<file path="config.mk">
export PLATFORM = sky130hd
export DESIGN_NAME = sdram_mux
export DESIGN_NICKNAME = d
export VERILOG_FILES = /design/src/hdl/sdram_pkg.sv /design/src/hdl/slot_if.sv /design/src/hdl/slot_cache.sv /design/src/hdl/bank_arbiter.sv /design/src/hdl/prog_writer.sv /design/src/hdl/sdram_mux.sv
export VERILOG_INCLUDE_DIRS = /design/src /design/src/hdl
export SDC_FILE = /design/constraint.sdc
export NUM_CORES = 1
export LEC_CHECK = 0
export ABC_AREA = 1
export BUFFER_PORTS_ARGS = -buffer_cell sky130_fd_sc_hd__buf_2
export CAP_MARGIN = 25
export CORE_UTILIZATION = 40
export DETAILED_ROUTE_END_ITERATION = 6
export GPL_ROUTABILITY_DRIVEN = 0
export PLACE_DENSITY = 0.62
export SLEW_MARGIN = 10
export SYNTH_ARGS = -nofsm -noshare
export SYNTH_HDL_FRONTEND = slang
export SYNTH_SLANG_ARGS = --single-unit
export TNS_END_PERCENT = 20
</file>
<file path="constraint.sdc">
create_clock -name clk -period 4.3 [get_ports clk]
set_input_delay 1.075 -clock clk [delete_from_list [all_inputs] [get_ports clk]]
set_output_delay 1.075 -clock clk [all_outputs]
set_load 0.02 [all_outputs]
</file>
<file path="src/hdl/sdram_macros.svh">
// SDRAM map constants: word address width, region bases and download split
`ifndef SDRAM_MACROS_SVH
`define SDRAM_MACROS_SVH

// SDRAM word address width
`define SDRAMW 23

// Word bases in bank 0
`define ROM_OFFSET  23'h00_0000
`define VRAM_OFFSET 23'h20_0000
`define WRAM_OFFSET 23'h30_0000
`define SND_OFFSET  23'h38_0000

// Word base in bank 1
`define GFX_OFFSET  23'h00_0000

// Download byte address where graphics start
`define GFX_START   26'h80_0000

`endif

</file>
<file path="src/hdl/sdram_pkg.sv">
// SDRAM slot subsystem types: memory regions and slot access kinds
`default_nettype none

package sdram_pkg;

    // Regions of the SDRAM map, each with its own word base
    typedef enum logic [2:0] {
        ROM,    // Main CPU program
        VRAM,   // Video RAM, bank 0
        WRAM,   // Main CPU work RAM
        SND,    // Sound CPU program
        GFX     // Graphics, bank 1
    } region_t;

    // Whether a client may write through its slot
    typedef enum logic {
        SLOT_RO,
        SLOT_RW
    } slot_kind_t;

endpackage

`default_nettype wire

</file>
<file path="src/hdl/slot_if.sv">
// Slot request channel between a client front end and its bank arbiter
`timescale 1ns/1ps
`default_nettype none
`include "sdram_macros.svh"

interface slot_if;
    logic [`SDRAMW-1:0] addr;
    logic               req;    // Held until ack
    logic               we;
    logic [15:0]        din;
    logic [ 1:0]        mask;   // Set bit keeps that byte
    logic               ack;
    logic               rdy;    // One-cycle strobe
    logic [15:0]        dout;

    modport slot (
        output addr, req, we, din, mask,
        input  ack, rdy, dout
    );

    modport arbiter (
        input  addr, req, we, din, mask,
        output ack, rdy, dout
    );
endinterface

`default_nettype wire

</file>
<file path="src/hdl/slot_cache.sv">
// Client front end: latches the last fetched line and turns cs into slot requests
`timescale 1ns/1ps
`default_nettype none
`include "sdram_macros.svh"

module slot_cache #(
    parameter int                   AW   = 16,
    parameter int                   DW   = 16,   // 8, 16 or 32
    parameter sdram_pkg::slot_kind_t KIND = sdram_pkg::SLOT_RO
) (
    input  logic              clk,
    input  logic              reset,
    input  logic              cs,
    input  logic [AW-1:0]     addr,    // Byte address for DW 8, DW word otherwise
    input  logic [`SDRAMW-1:0] offset,
    input  logic              wen,
    input  logic [15:0]       din,
    input  logic [ 1:0]       wrmask,
    output logic              ok,
    output logic [DW-1:0]     dout,
    slot_if.slot              slot
);

    localparam int SW = `SDRAMW;
    localparam bit RW = (KIND == sdram_pkg::SLOT_RW);

    logic [SW-1:0]    word_addr;
    logic [SW-1:0]    full_addr;
    logic [SW-1:0]    line_addr;
    logic [SW+AW-1:0] cur_tag;
    logic [SW+AW-1:0] ok_tag;    // Request that ok belongs to
    logic [31:0]      line_data; // New words shift in from the top
    logic             line_valid;
    logic             busy;
    logic             second;    // Odd word of a 32-bit line
    logic             wr_en;
    logic             hit;

    // A 32-bit line starts at the even SDRAM word
    always_comb begin
        if (DW == 8)
            word_addr = SW'(addr >> 1);
        else if (DW == 16)
            word_addr = SW'(addr);
        else
            word_addr = SW'({addr, 1'b0});
    end

    assign wr_en     = RW && wen;
    assign full_addr = offset + word_addr;
    assign cur_tag   = {offset, addr};
    assign hit       = line_valid && (line_addr == full_addr) && !wr_en;

    always_comb begin
        if (DW == 8)
            dout = DW'(addr[0] ? line_data[31:24] : line_data[23:16]); // Odd byte is high
        else if (DW == 16)
            dout = DW'(line_data[31:16]);
        else
            dout = DW'(line_data);
    end

    always_ff @(posedge clk) begin
        if (reset) begin
            ok         <= 1'b0;
            busy       <= 1'b0;
            second     <= 1'b0;
            line_valid <= 1'b0;
            slot.req   <= 1'b0;
        end else begin
            if (busy) begin
                if (slot.ack)
                    slot.req <= 1'b0;
                if (slot.rdy) begin
                    line_data <= {slot.dout, line_data[31:16]};
                    if (DW == 32 && !second) begin
                        second    <= 1'b1;        // Low word done, fetch the odd one
                        slot.req  <= 1'b1;
                        slot.addr <= slot.addr + 1'b1;
                    end else begin
                        busy       <= 1'b0;
                        second     <= 1'b0;
                        line_valid <= !slot.we;   // Writes leave the latch empty
                        ok         <= cs && (cur_tag == ok_tag);
                    end
                end
            end else if (ok) begin
                ok <= cs && (cur_tag == ok_tag);
            end else if (cs) begin
                ok_tag <= cur_tag;
                if (hit) begin
                    ok <= 1'b1;
                end else begin
                    busy       <= 1'b1;
                    line_valid <= 1'b0;
                    line_addr  <= full_addr;
                    slot.req   <= 1'b1;
                    slot.addr  <= full_addr;
                    slot.we    <= wr_en;
                    slot.din   <= din;
                    slot.mask  <= wrmask;
                end
            end
        end
    end

endmodule

`default_nettype wire

</file>
<file path="src/hdl/bank_arbiter.sv">
// Fixed-priority arbiter serving several slots on one SDRAM bank port
`timescale 1ns/1ps
`default_nettype none
`include "sdram_macros.svh"

module bank_arbiter #(
    parameter int NSLOT = 2
) (
    input  logic               clk,
    input  logic               reset,
    slot_if.arbiter            slots [NSLOT],
    output logic [`SDRAMW-1:0] sdram_addr,
    output logic               sdram_rd,
    output logic               sdram_wr,
    output logic [15:0]        sdram_din,
    output logic [ 1:0]        sdram_mask,
    input  logic               sdram_ack,
    input  logic               sdram_rdy,
    input  logic [15:0]        data_read
);

    localparam int OW = (NSLOT > 1) ? $clog2(NSLOT) : 1;

    localparam logic [1:0] IDLE     = 2'd0,
                           WAIT_ACK = 2'd1,
                           WAIT_RDY = 2'd2;

    logic [1:0]         state;
    logic [OW-1:0]      owner;
    logic [OW-1:0]      sel;
    logic               any_req;
    logic [NSLOT-1:0]   req_v;
    logic [NSLOT-1:0]   we_v;
    logic [`SDRAMW-1:0] addr_v [NSLOT];
    logic [15:0]        din_v  [NSLOT];
    logic [ 1:0]        mask_v [NSLOT];

    // Interface arrays take constant indexes only
    for (genvar i = 0; i < NSLOT; i++) begin : g_slot
        assign req_v[i]  = slots[i].req;
        assign we_v[i]   = slots[i].we;
        assign addr_v[i] = slots[i].addr;
        assign din_v[i]  = slots[i].din;
        assign mask_v[i] = slots[i].mask;

        assign slots[i].ack  = sdram_ack && (state == WAIT_ACK) && (owner == OW'(i));
        assign slots[i].rdy  = sdram_rdy && (state == WAIT_RDY) && (owner == OW'(i));
        assign slots[i].dout = data_read;
    end

    // Lowest index wins
    always_comb begin
        sel     = '0;
        any_req = 1'b0;
        for (int i = NSLOT - 1; i >= 0; i--) begin
            if (req_v[i]) begin
                sel     = OW'(i);
                any_req = 1'b1;
            end
        end
    end

    always_ff @(posedge clk) begin
        if (reset) begin
            state    <= IDLE;
            owner    <= '0;
            sdram_rd <= 1'b0;
            sdram_wr <= 1'b0;
        end else begin
            case (state)
                IDLE: if (any_req) begin
                    owner      <= sel;
                    sdram_addr <= addr_v[sel];
                    sdram_din  <= din_v[sel];
                    sdram_mask <= mask_v[sel];
                    sdram_rd   <= !we_v[sel];
                    sdram_wr   <= we_v[sel];
                    state      <= WAIT_ACK;
                end
                WAIT_ACK: if (sdram_ack) begin
                    sdram_rd <= 1'b0;           // Bank has taken the access
                    sdram_wr <= 1'b0;
                    state    <= WAIT_RDY;
                end
                WAIT_RDY: if (sdram_rdy)
                    state <= IDLE;
                default:
                    state <= IDLE;
            endcase
        end
    end

endmodule

`default_nettype wire

</file>
<file path="src/hdl/prog_writer.sv">
// Download writer: turns ROM load bytes into masked 16-bit SDRAM writes
`timescale 1ns/1ps
`default_nettype none
`include "sdram_macros.svh"

module prog_writer (
    input  logic               clk,
    input  logic               reset,
    input  logic               downloading,
    input  logic [25:0]        ioctl_addr,
    input  logic [ 7:0]        ioctl_dout,
    input  logic               ioctl_wr,
    output logic [`SDRAMW-1:0] prog_addr,
    output logic [15:0]        prog_data,
    output logic [ 1:0]        prog_mask,
    output logic [ 1:0]        prog_ba,
    output logic               prog_we,
    input  logic               prog_rdy,
    output logic               dwnld_busy
);

    localparam int SW = `SDRAMW;

    logic        is_gfx;
    logic [25:0] rel_addr;
    logic        take;

    assign take       = ioctl_wr && downloading;
    assign is_gfx     = (ioctl_addr >= `GFX_START);
    assign rel_addr   = is_gfx ? ioctl_addr - `GFX_START : ioctl_addr; // Bank 1 is rebased
    assign dwnld_busy = downloading || prog_we;

    always_ff @(posedge clk) begin
        if (reset) begin
            prog_we <= 1'b0;
        end else begin
            if (prog_we && prog_rdy)
                prog_we <= 1'b0;
            if (take)
                prog_we <= 1'b1;
        end
    end

    always_ff @(posedge clk) begin
        if (take) begin
            prog_addr <= SW'(rel_addr >> 1);
            prog_data <= {2{ioctl_dout}};
            // Odd byte goes high, so the low byte is kept
            prog_mask <= {~ioctl_addr[0], ioctl_addr[0]};
            prog_ba   <= is_gfx ? 2'd1 : 2'd0;
        end
    end

endmodule

`default_nettype wire

</file>
<file path="src/hdl/sdram_mux.sv">
// Arcade SDRAM slot top: client slots, two bank arbiters and the download writer
`timescale 1ns/1ps
`default_nettype none
`include "sdram_macros.svh"

module sdram_mux (
    input  logic               clk,
    input  logic               reset,
    // ROM download
    input  logic               downloading,
    input  logic [25:0]        ioctl_addr,
    input  logic [ 7:0]        ioctl_dout,
    input  logic               ioctl_wr,
    output logic [`SDRAMW-1:0] prog_addr,
    output logic [15:0]        prog_data,
    output logic [ 1:0]        prog_mask,
    output logic [ 1:0]        prog_ba,
    output logic               prog_we,
    input  logic               prog_rdy,
    output logic               dwnld_busy,
    // Main CPU ROM
    input  logic               main_rom_cs,
    input  logic [20:0]        main_rom_addr,
    output logic               main_rom_ok,
    output logic [15:0]        main_rom_data,
    // Main CPU work RAM and VRAM
    input  logic               main_ram_cs,
    input  logic               main_vram_cs,
    input  logic [16:0]        main_ram_addr,
    input  logic               main_rnw,
    input  logic [15:0]        main_ram_din,
    input  logic [ 1:0]        main_ram_dsn,   // Set bit leaves that byte alone
    output logic               main_ram_ok,
    output logic [15:0]        main_ram_data,
    // Sound CPU, byte addressed
    input  logic               snd_cs,
    input  logic [15:0]        snd_addr,
    output logic               snd_ok,
    output logic [ 7:0]        snd_data,
    // Graphics readers
    input  logic               gfx0_cs,
    input  logic [19:0]        gfx0_addr,
    output logic               gfx0_ok,
    output logic [31:0]        gfx0_data,
    input  logic               gfx1_cs,
    input  logic [19:0]        gfx1_addr,
    output logic               gfx1_ok,
    output logic [31:0]        gfx1_data,
    // Bank 0
    output logic [`SDRAMW-1:0] ba0_addr,
    output logic               ba0_rd,
    output logic               ba0_wr,
    output logic [15:0]        ba0_din,
    output logic [ 1:0]        ba0_din_m,
    input  logic               ba0_ack,
    input  logic               ba0_rdy,
    // Bank 1, read only
    output logic [`SDRAMW-1:0] ba1_addr,
    output logic               ba1_rd,
    input  logic               ba1_ack,
    input  logic               ba1_rdy,
    input  logic [15:0]        data_read
);

    function automatic logic [`SDRAMW-1:0] region_offset(input sdram_pkg::region_t r);
        case (r)
            sdram_pkg::ROM:  return `ROM_OFFSET;
            sdram_pkg::VRAM: return `VRAM_OFFSET;
            sdram_pkg::WRAM: return `WRAM_OFFSET;
            sdram_pkg::SND:  return `SND_OFFSET;
            default:         return `GFX_OFFSET;
        endcase
    endfunction

    sdram_pkg::region_t ram_region;
    logic               ram_cs;

    assign ram_cs     = main_ram_cs || main_vram_cs;
    assign ram_region = main_ram_cs ? sdram_pkg::WRAM : sdram_pkg::VRAM;

    slot_if ba0_slot [3] ();   // 0 RAM, 1 ROM, 2 sound
    slot_if ba1_slot [2] ();   // 0 gfx0, 1 gfx1

    slot_cache #(.AW(17), .DW(16), .KIND(sdram_pkg::SLOT_RW)) u_ram (
        .clk(clk), .reset(reset), .cs(ram_cs), .addr(main_ram_addr),
        .offset(region_offset(ram_region)), .wen(!main_rnw),
        .din(main_ram_din), .wrmask(main_ram_dsn),
        .ok(main_ram_ok), .dout(main_ram_data), .slot(ba0_slot[0])
    );

    slot_cache #(.AW(21), .DW(16), .KIND(sdram_pkg::SLOT_RO)) u_rom (
        .clk(clk), .reset(reset), .cs(main_rom_cs), .addr(main_rom_addr),
        .offset(region_offset(sdram_pkg::ROM)), .wen(1'b0), .din(16'd0), .wrmask(2'b11),
        .ok(main_rom_ok), .dout(main_rom_data), .slot(ba0_slot[1])
    );

    slot_cache #(.AW(16), .DW(8), .KIND(sdram_pkg::SLOT_RO)) u_snd (
        .clk(clk), .reset(reset), .cs(snd_cs), .addr(snd_addr),
        .offset(region_offset(sdram_pkg::SND)), .wen(1'b0), .din(16'd0), .wrmask(2'b11),
        .ok(snd_ok), .dout(snd_data), .slot(ba0_slot[2])
    );

    slot_cache #(.AW(20), .DW(32), .KIND(sdram_pkg::SLOT_RO)) u_gfx0 (
        .clk(clk), .reset(reset), .cs(gfx0_cs), .addr(gfx0_addr),
        .offset(region_offset(sdram_pkg::GFX)), .wen(1'b0), .din(16'd0), .wrmask(2'b11),
        .ok(gfx0_ok), .dout(gfx0_data), .slot(ba1_slot[0])
    );

    slot_cache #(.AW(20), .DW(32), .KIND(sdram_pkg::SLOT_RO)) u_gfx1 (
        .clk(clk), .reset(reset), .cs(gfx1_cs), .addr(gfx1_addr),
        .offset(region_offset(sdram_pkg::GFX)), .wen(1'b0), .din(16'd0), .wrmask(2'b11),
        .ok(gfx1_ok), .dout(gfx1_data), .slot(ba1_slot[1])
    );

    bank_arbiter #(.NSLOT(3)) u_bank0 (
        .clk(clk), .reset(reset), .slots(ba0_slot),
        .sdram_addr(ba0_addr), .sdram_rd(ba0_rd), .sdram_wr(ba0_wr),
        .sdram_din(ba0_din), .sdram_mask(ba0_din_m),
        .sdram_ack(ba0_ack), .sdram_rdy(ba0_rdy), .data_read(data_read)
    );

    // Graphics never write, so the write side of this port stays open
    bank_arbiter #(.NSLOT(2)) u_bank1 (
        .clk(clk), .reset(reset), .slots(ba1_slot),
        .sdram_addr(ba1_addr), .sdram_rd(ba1_rd), .sdram_wr(),
        .sdram_din(), .sdram_mask(),
        .sdram_ack(ba1_ack), .sdram_rdy(ba1_rdy), .data_read(data_read)
    );

    prog_writer u_prog (
        .clk(clk), .reset(reset), .downloading(downloading),
        .ioctl_addr(ioctl_addr), .ioctl_dout(ioctl_dout), .ioctl_wr(ioctl_wr),
        .prog_addr(prog_addr), .prog_data(prog_data), .prog_mask(prog_mask),
        .prog_ba(prog_ba), .prog_we(prog_we), .prog_rdy(prog_rdy),
        .dwnld_busy(dwnld_busy)
    );

endmodule

`default_nettype wire

</file>
# ---- Word-level counts from Yosys, hierarchy flattened
# Index checks and enable logic that the tools add are counted.
dict set report word_totals {
  output_inout_bits 221
  ff_bits 589
  ram_bits 0
  word_cells 387
  romBits 0
  latchBits 0
  memories 0
  inputBits 178
}
dict set report op_classes {
  muxes 169
  n_bitwise 20
  order_cmp 5
  multipliers 0
  reduce_logical 83
  n_shift 0
  n_eq_ne 47
  add_sub_neg 5
  div_mod_pow 0
}
# cell count
set op_table {}
lappend op_table {{$mux 23} 17}
lappend op_table {{$mux 1} 126}
lappend op_table {{$eq 20x20->1} 4}
lappend op_table {{$pmux 22 s3} 1}
lappend op_table {{$add 23x1->23 const B} 2}
lappend op_table {{$bmux 23 s2} 1}
lappend op_table {{$eq 23x23->1} 2}
lappend op_table {{$reduce_and 4->1} 11}
lappend op_table {{$eq 21x21->1} 2}
lappend op_table {{$ne 2x2->1 const B} 21}
lappend op_table {{$eq 39x40->1} 1}
lappend op_table {{$reduce_and 3->1} 13}
lappend op_table {{$reduce_and 5->1} 7}
lappend op_table {{$bmux 16 s2} 1}
lappend op_table {{$mux 16} 2}
lappend op_table {{$logic_and 1x1->1} 27}
lappend op_table {{$ge 26x24->1 const B} 1}
lappend op_table {{$mux 2} 12}
lappend op_table {{$mux 24} 1}
lappend op_table {{$sub 24x24->24 const B} 1}
lappend op_table {{$add 22x15->23 const A} 1}
lappend op_table {{$add 22x17->23} 1}
lappend op_table {{$not 1->1} 18}
lappend op_table {{$eq 16x16->1} 1}
lappend op_table {{other kinds (20)} 55}

# ---- Longest topological paths before layout
dict set report depth {
  depth_word 11
  depth_mapped 13
  ltp_nobuf 13
}

# ---- Cells and area by module
# Synthesis repeated with hierarchy kept, for this count alone.
dict set report hier_totals {
  cells_unflattened 4367
  hier_area_um2 39482.9
}
# module cells_each area_per_inst_um2 seq_area_each_um2 instances
set by_module_without_submodules {}
lappend by_module_without_submodules {{slot_cache (u_gfx0)} 904 7950.1 4274.1 1}
lappend by_module_without_submodules {{slot_cache (u_gfx1)} 854 7817.5 4274.1 1}
lappend by_module_without_submodules {{slot_cache (u_rom)} 693 6143.4 3113.0 1}
lappend by_module_without_submodules {{slot_cache (u_ram)} 671 5761.8 3022.9 1}
lappend by_module_without_submodules {{slot_cache (u_snd)} 614 5615.4 2962.8 1}
lappend by_module_without_submodules {{bank_arbiter (u_bank0)} 321 2760.1 1351.3 1}
lappend by_module_without_submodules {{bank_arbiter (u_bank1)} 248 2248.4 1331.3 1}
lappend by_module_without_submodules {prog_writer 56 1163.6 1041.0 1}
lappend by_module_without_submodules {sdram_mux 6 22.5 0.0 1}

# ---- Worst setup path before layout
# Ideal clock, no wire load.
dict set report synth_path {
  path_type {in2reg}
  from {input port reset}
  to {register u_gfx0.slot.addr[0], enable pin}
  arrival_time_ns 3.966
  setup_ns 0.378
  required_ns 3.922
  stages 6
  n_path_buf 1
  slack_ns -0.044
  cell_sequence {clkbuf_1 > nor3_1 > nand2_1 > inv_1 > nor2_1 > inv_1}
}
dict set report synth_via {
  elab_chain_len 2
}
# item line_no
set synth_rtl {}
lappend synth_rtl {{start, declared} sdram_mux.sv:8} ;# input logic reset,
lappend synth_rtl {{$not 1->1 (no line)} n/a}
lappend synth_rtl {{$reduce_and 6->1 (no line)} n/a}
lappend synth_rtl {{end signal, assigned} slot_cache.sv:79} ;# slot.addr <= slot.addr + 1'b1;
lappend synth_rtl {{end signal, assigned} slot_cache.sv:98} ;# slot.addr <= full_addr;
lappend synth_rtl {{end, declared} slot_if.sv:17} ;# output addr, req, we, din, mask,
# No other way between the ends.
# A chain may end at the register's enable or synchronous reset.

# ---- Worst setup path after layout
dict set report layout_path {
  from {input port snd_addr[0]}
  to {output port snd_data[4]}
}
dict set report layout_via {
  elab_chain_len 1
}
# item line_no
set layout_rtl {}
lappend layout_rtl {{start, declared} sdram_mux.sv:37} ;# input logic [15:0] snd_addr,
lappend layout_rtl {{$mux 8} slot_cache.sv:56} ;# dout = DW'(addr[0] ? line_data[31:24] : line_data[23:16]);
lappend layout_rtl {{end, declared} sdram_mux.sv:39} ;# output logic [ 7:0] snd_data,
# No other way between the ends.

==> results.cfg <==
[detailed_routing]
wl_per_cell_um = 18.4
wirelength_um = 55000
first_pass_iters = 5
drt_iter0_markers = 1243
antenna_left = 0
drc = 0
dr_total_vias = 14927
routed_via_density = 4.99

[floorplanning]
ioPinCount = 399
dieArea_um2 = 52900
die_h_um = 230
die_x_um = 230
start_util_pct = 40.5
coreArea_um2 = 51300
num_rows = 83

[cells_and_area]
drive_above_1_share_pct = 23.6
final_area_um2 = 25400
final_nets = 2446
area_growth_pct = 22.0

[power]
ir_worst_vdd_mv = 0.305
power.leakage_nw = 10.4
p_per_area_nw_per_um2 = 442

[synth]
synth_area_leaders = edfxtp_1 67%, nand2_1 7.4%, inv_1 4.0%
syn_inst = 1829
synth_seq_cells = 496
yosysTopAreaCell = edfxtp_1
yosys.area.top_type_share_pct = 66.9
async_flop_share_pct = 0
synth-edff-count = 463
yosys_warnings = 0
avgSynthCellArea_um2 = 11.4
yosys_most_used_dff = edfxtp_1
ys_seq_area_share_pct = 70.1
synthesis.area_um2 = 20800
synth_cell_types = 47

[clock_network]
cts.sinks = 496
cts_tree = yes
post_cts_buffers = 0
post_cts_resized = 0
clockBufferDepth = 3
htree_levels = 2
clk_latency_ns = 0.60
path_clk_slew_ns = 0.06
clockRootBuffer = clkbuf_16
cts_hold_buf = 0
cts_buffers = 53

[placed_design]
hpwl_um = 41200
io_buffers = 396
place_ws_ns = 1.28
place_area_um2 = 23700

[grt]
grt_pass1_wl_um = 83100
grt_overflow = 0
track_usage_pct = 20.5
grt_max_degree = 47
grt_pass1_vias = 14367
antenna_found_initial = 6

[worst_setup_path]
reg2reg_depth = 6
r2r-end = u_bank0.sdram_addr[0]
required_ns = 3.22
startpoint_type = input port
criticalPathCategory = input port to output pin
critical_path.startpoint = snd_addr[0]
r2r_slack_ns = 1.78
timing.rr.start = u_rom.slot.req
worstPathArrival_ns = 1.90
crit_path_end_kind = output pin
worst-path-max-fanout = 11

[timing]
min_period_over_period_pct = 69.2
min_period_ns = 2.98
max_slew_margin_pct = 40.0
tightest_slew_ns = 0.899
finClkSkew_ns = 0.0260
hold_viol_final = 0
setup_tns_ns = 0
fmax_mhz = 336
maxSlewViolCount = 0
setup_viol = 0
grt_setup_unrepaired = false
finalWorstSetupSlack_ns = 1.32
hold_ws_ns = 0.442

[hold_path]
hold_depth = 0
hp-class = flip-flop to flip-flop
hold_end = u_gfx1.dout[15]
hold_start = u_gfx1.dout[31]

[job]
cap_violations = 0

[status]
status = finished, final reports clean
## cells in the final DEF (no fill, tap or decap), types with 12 or more instances in the layout
cell type,instances
buf_2,396
clkinv_1,15
xnor2_1,36
nand4_1,22
nand2_1,410
edfxtp_1,463
buf_4,21
a21oi_1,38
nand3_1,59
o21ai_0,131
xor2_1,36
nor3_1,18
clkbuf_1,12
a31oi_1,15
inv_1,221
dfxtp_1,33
nor2_4,12
clkbuf_16,53
o22ai_1,30
nor2_1,187
## power breakdown
| group | internal, mW | switching (mW) | leakage, nW |
|---|---|---|---|
| combinational | 0.345 | 0.790 | 5.04 |
| sequential | 5.60 | 0.130 | 4.55 |
| clock | 2.47 | 1.87 | 0.808 |
## worst max-delay path by stage
| stage | to | slack [ns] | depth (start not counted) |
|---|---|---|---|
| detailed placement | u_rom.line_addr[6] | 1.28 | 4 |
| finish | snd_data[4] | 1.32 | 5 |
| global placement | u_gfx1.dout[25] | 1.32 | 7 |
| global route | snd_data[3] | 1.25 | 5 |
| floorplan | u_gfx0.slot.addr[0] | -0.04 | 6 |
| CTS | snd_data[4] | 1.34 | 5 |
## per-layer routing
| metal | up-vias | share of wire (%) | global-route usage [%] |
|---|---|---|---|
| met5 | - | 0.024 | 0 |
| met4 | 2 | 3.4 | 7.41 |
| met3 | 108 | 6.9 | 3.91 |
| met2 | 604 | 47 | 33.5 |
| met1 | 7117 | 43 | 27.2 |
| li1 | 7096 | - | - |
## per-stage QoR
stage                     power (mW)  cells  utilization (%)
after floorplan                 6.46   1830                -
after global placement          6.94   2887             46.1
after detailed placement        6.97   2889             46.2
after CTS                       11.3   2987             49.4
after global routing            11.6   2991             49.4
final                           11.2   2991             49.4
## synth_stat cells, types with 3 or more instances
library cell  instances
a21oi_1              38
a31oi_1              15
and3_1                3
buf_2                 3
buf_4                12
clkbuf_1             23
clkinv_1              3
dfxtp_1              33
edfxtp_1            463
inv_1               221
inv_2                 5
nand2_1             410
nand2_2               5
nand3_1              59
nand3_2               5
nand3b_1              3
nand4_1              22
nor2_1              193
nor2_2                3
nor2_4                8
nor3_1               22
nor4_1                3
o211ai_1              6
o21ai_0             131
o21ai_1               6
o22ai_1              30
or2_2                 6
xnor2_1              36
xor2_1               36
## worst max-delay path, cell delays in order
cell,delay (ns)
buf_2,0.20
clkinv_1,0.28
nand2_1,0.14
nand2_1,0.06
buf_2,0.15
## sequential cells by signal (all words and copies together), names as in the netlist, 18 cells and up
name and cells:
u_bank0.sdram_addr 22, u_bank1.sdram_addr 23, u_gfx0.dout 32, u_gfx0.line_addr 20, u_gfx0.ok_tag 20, u_gfx0.slot.addr 23
u_gfx1.dout 32, u_gfx1.line_addr 20, u_gfx1.ok_tag 20, u_gfx1.slot.addr 23, u_prog.prog_addr 23, u_ram.line_addr 18
u_ram.ok_tag 18, u_rom.line_addr 21, u_rom.ok_tag 21
## logic make-up (layout without fill, tap and decap cells)
| group | after synthesis | in the layout | share of synthesized area [%] |
|---|---|---|---|
| AO/OA/AOI/OAI | 236 | 236 | 6.18 |
| XOR/XNOR | 72 | 72 | 3.03 |
| adder cells (fa/ha/maj) | 2 | 2 | 0.120 |
| buffers and inverters | 269 | 748 | 5.09 |
| flip-flops | 496 | 496 | 70.1 |
| other | 1 | 4 | 0.0180 |
| AND/OR/NAND/NOR | 753 | 753 | 15.5 |
## layout make-up
class                   instances  area [um2]
diodes                          2        5.00
clock buffers                  66        1390
clock inverters                32         259
fillers                      4616       25900
inverters                     229         860
multi-input cells            1065        5220
flip-flops and latches        496       14600
well taps                     680         851
repair buffers                421        2220
Note: power is estimated with default switching activity, not from simulation.
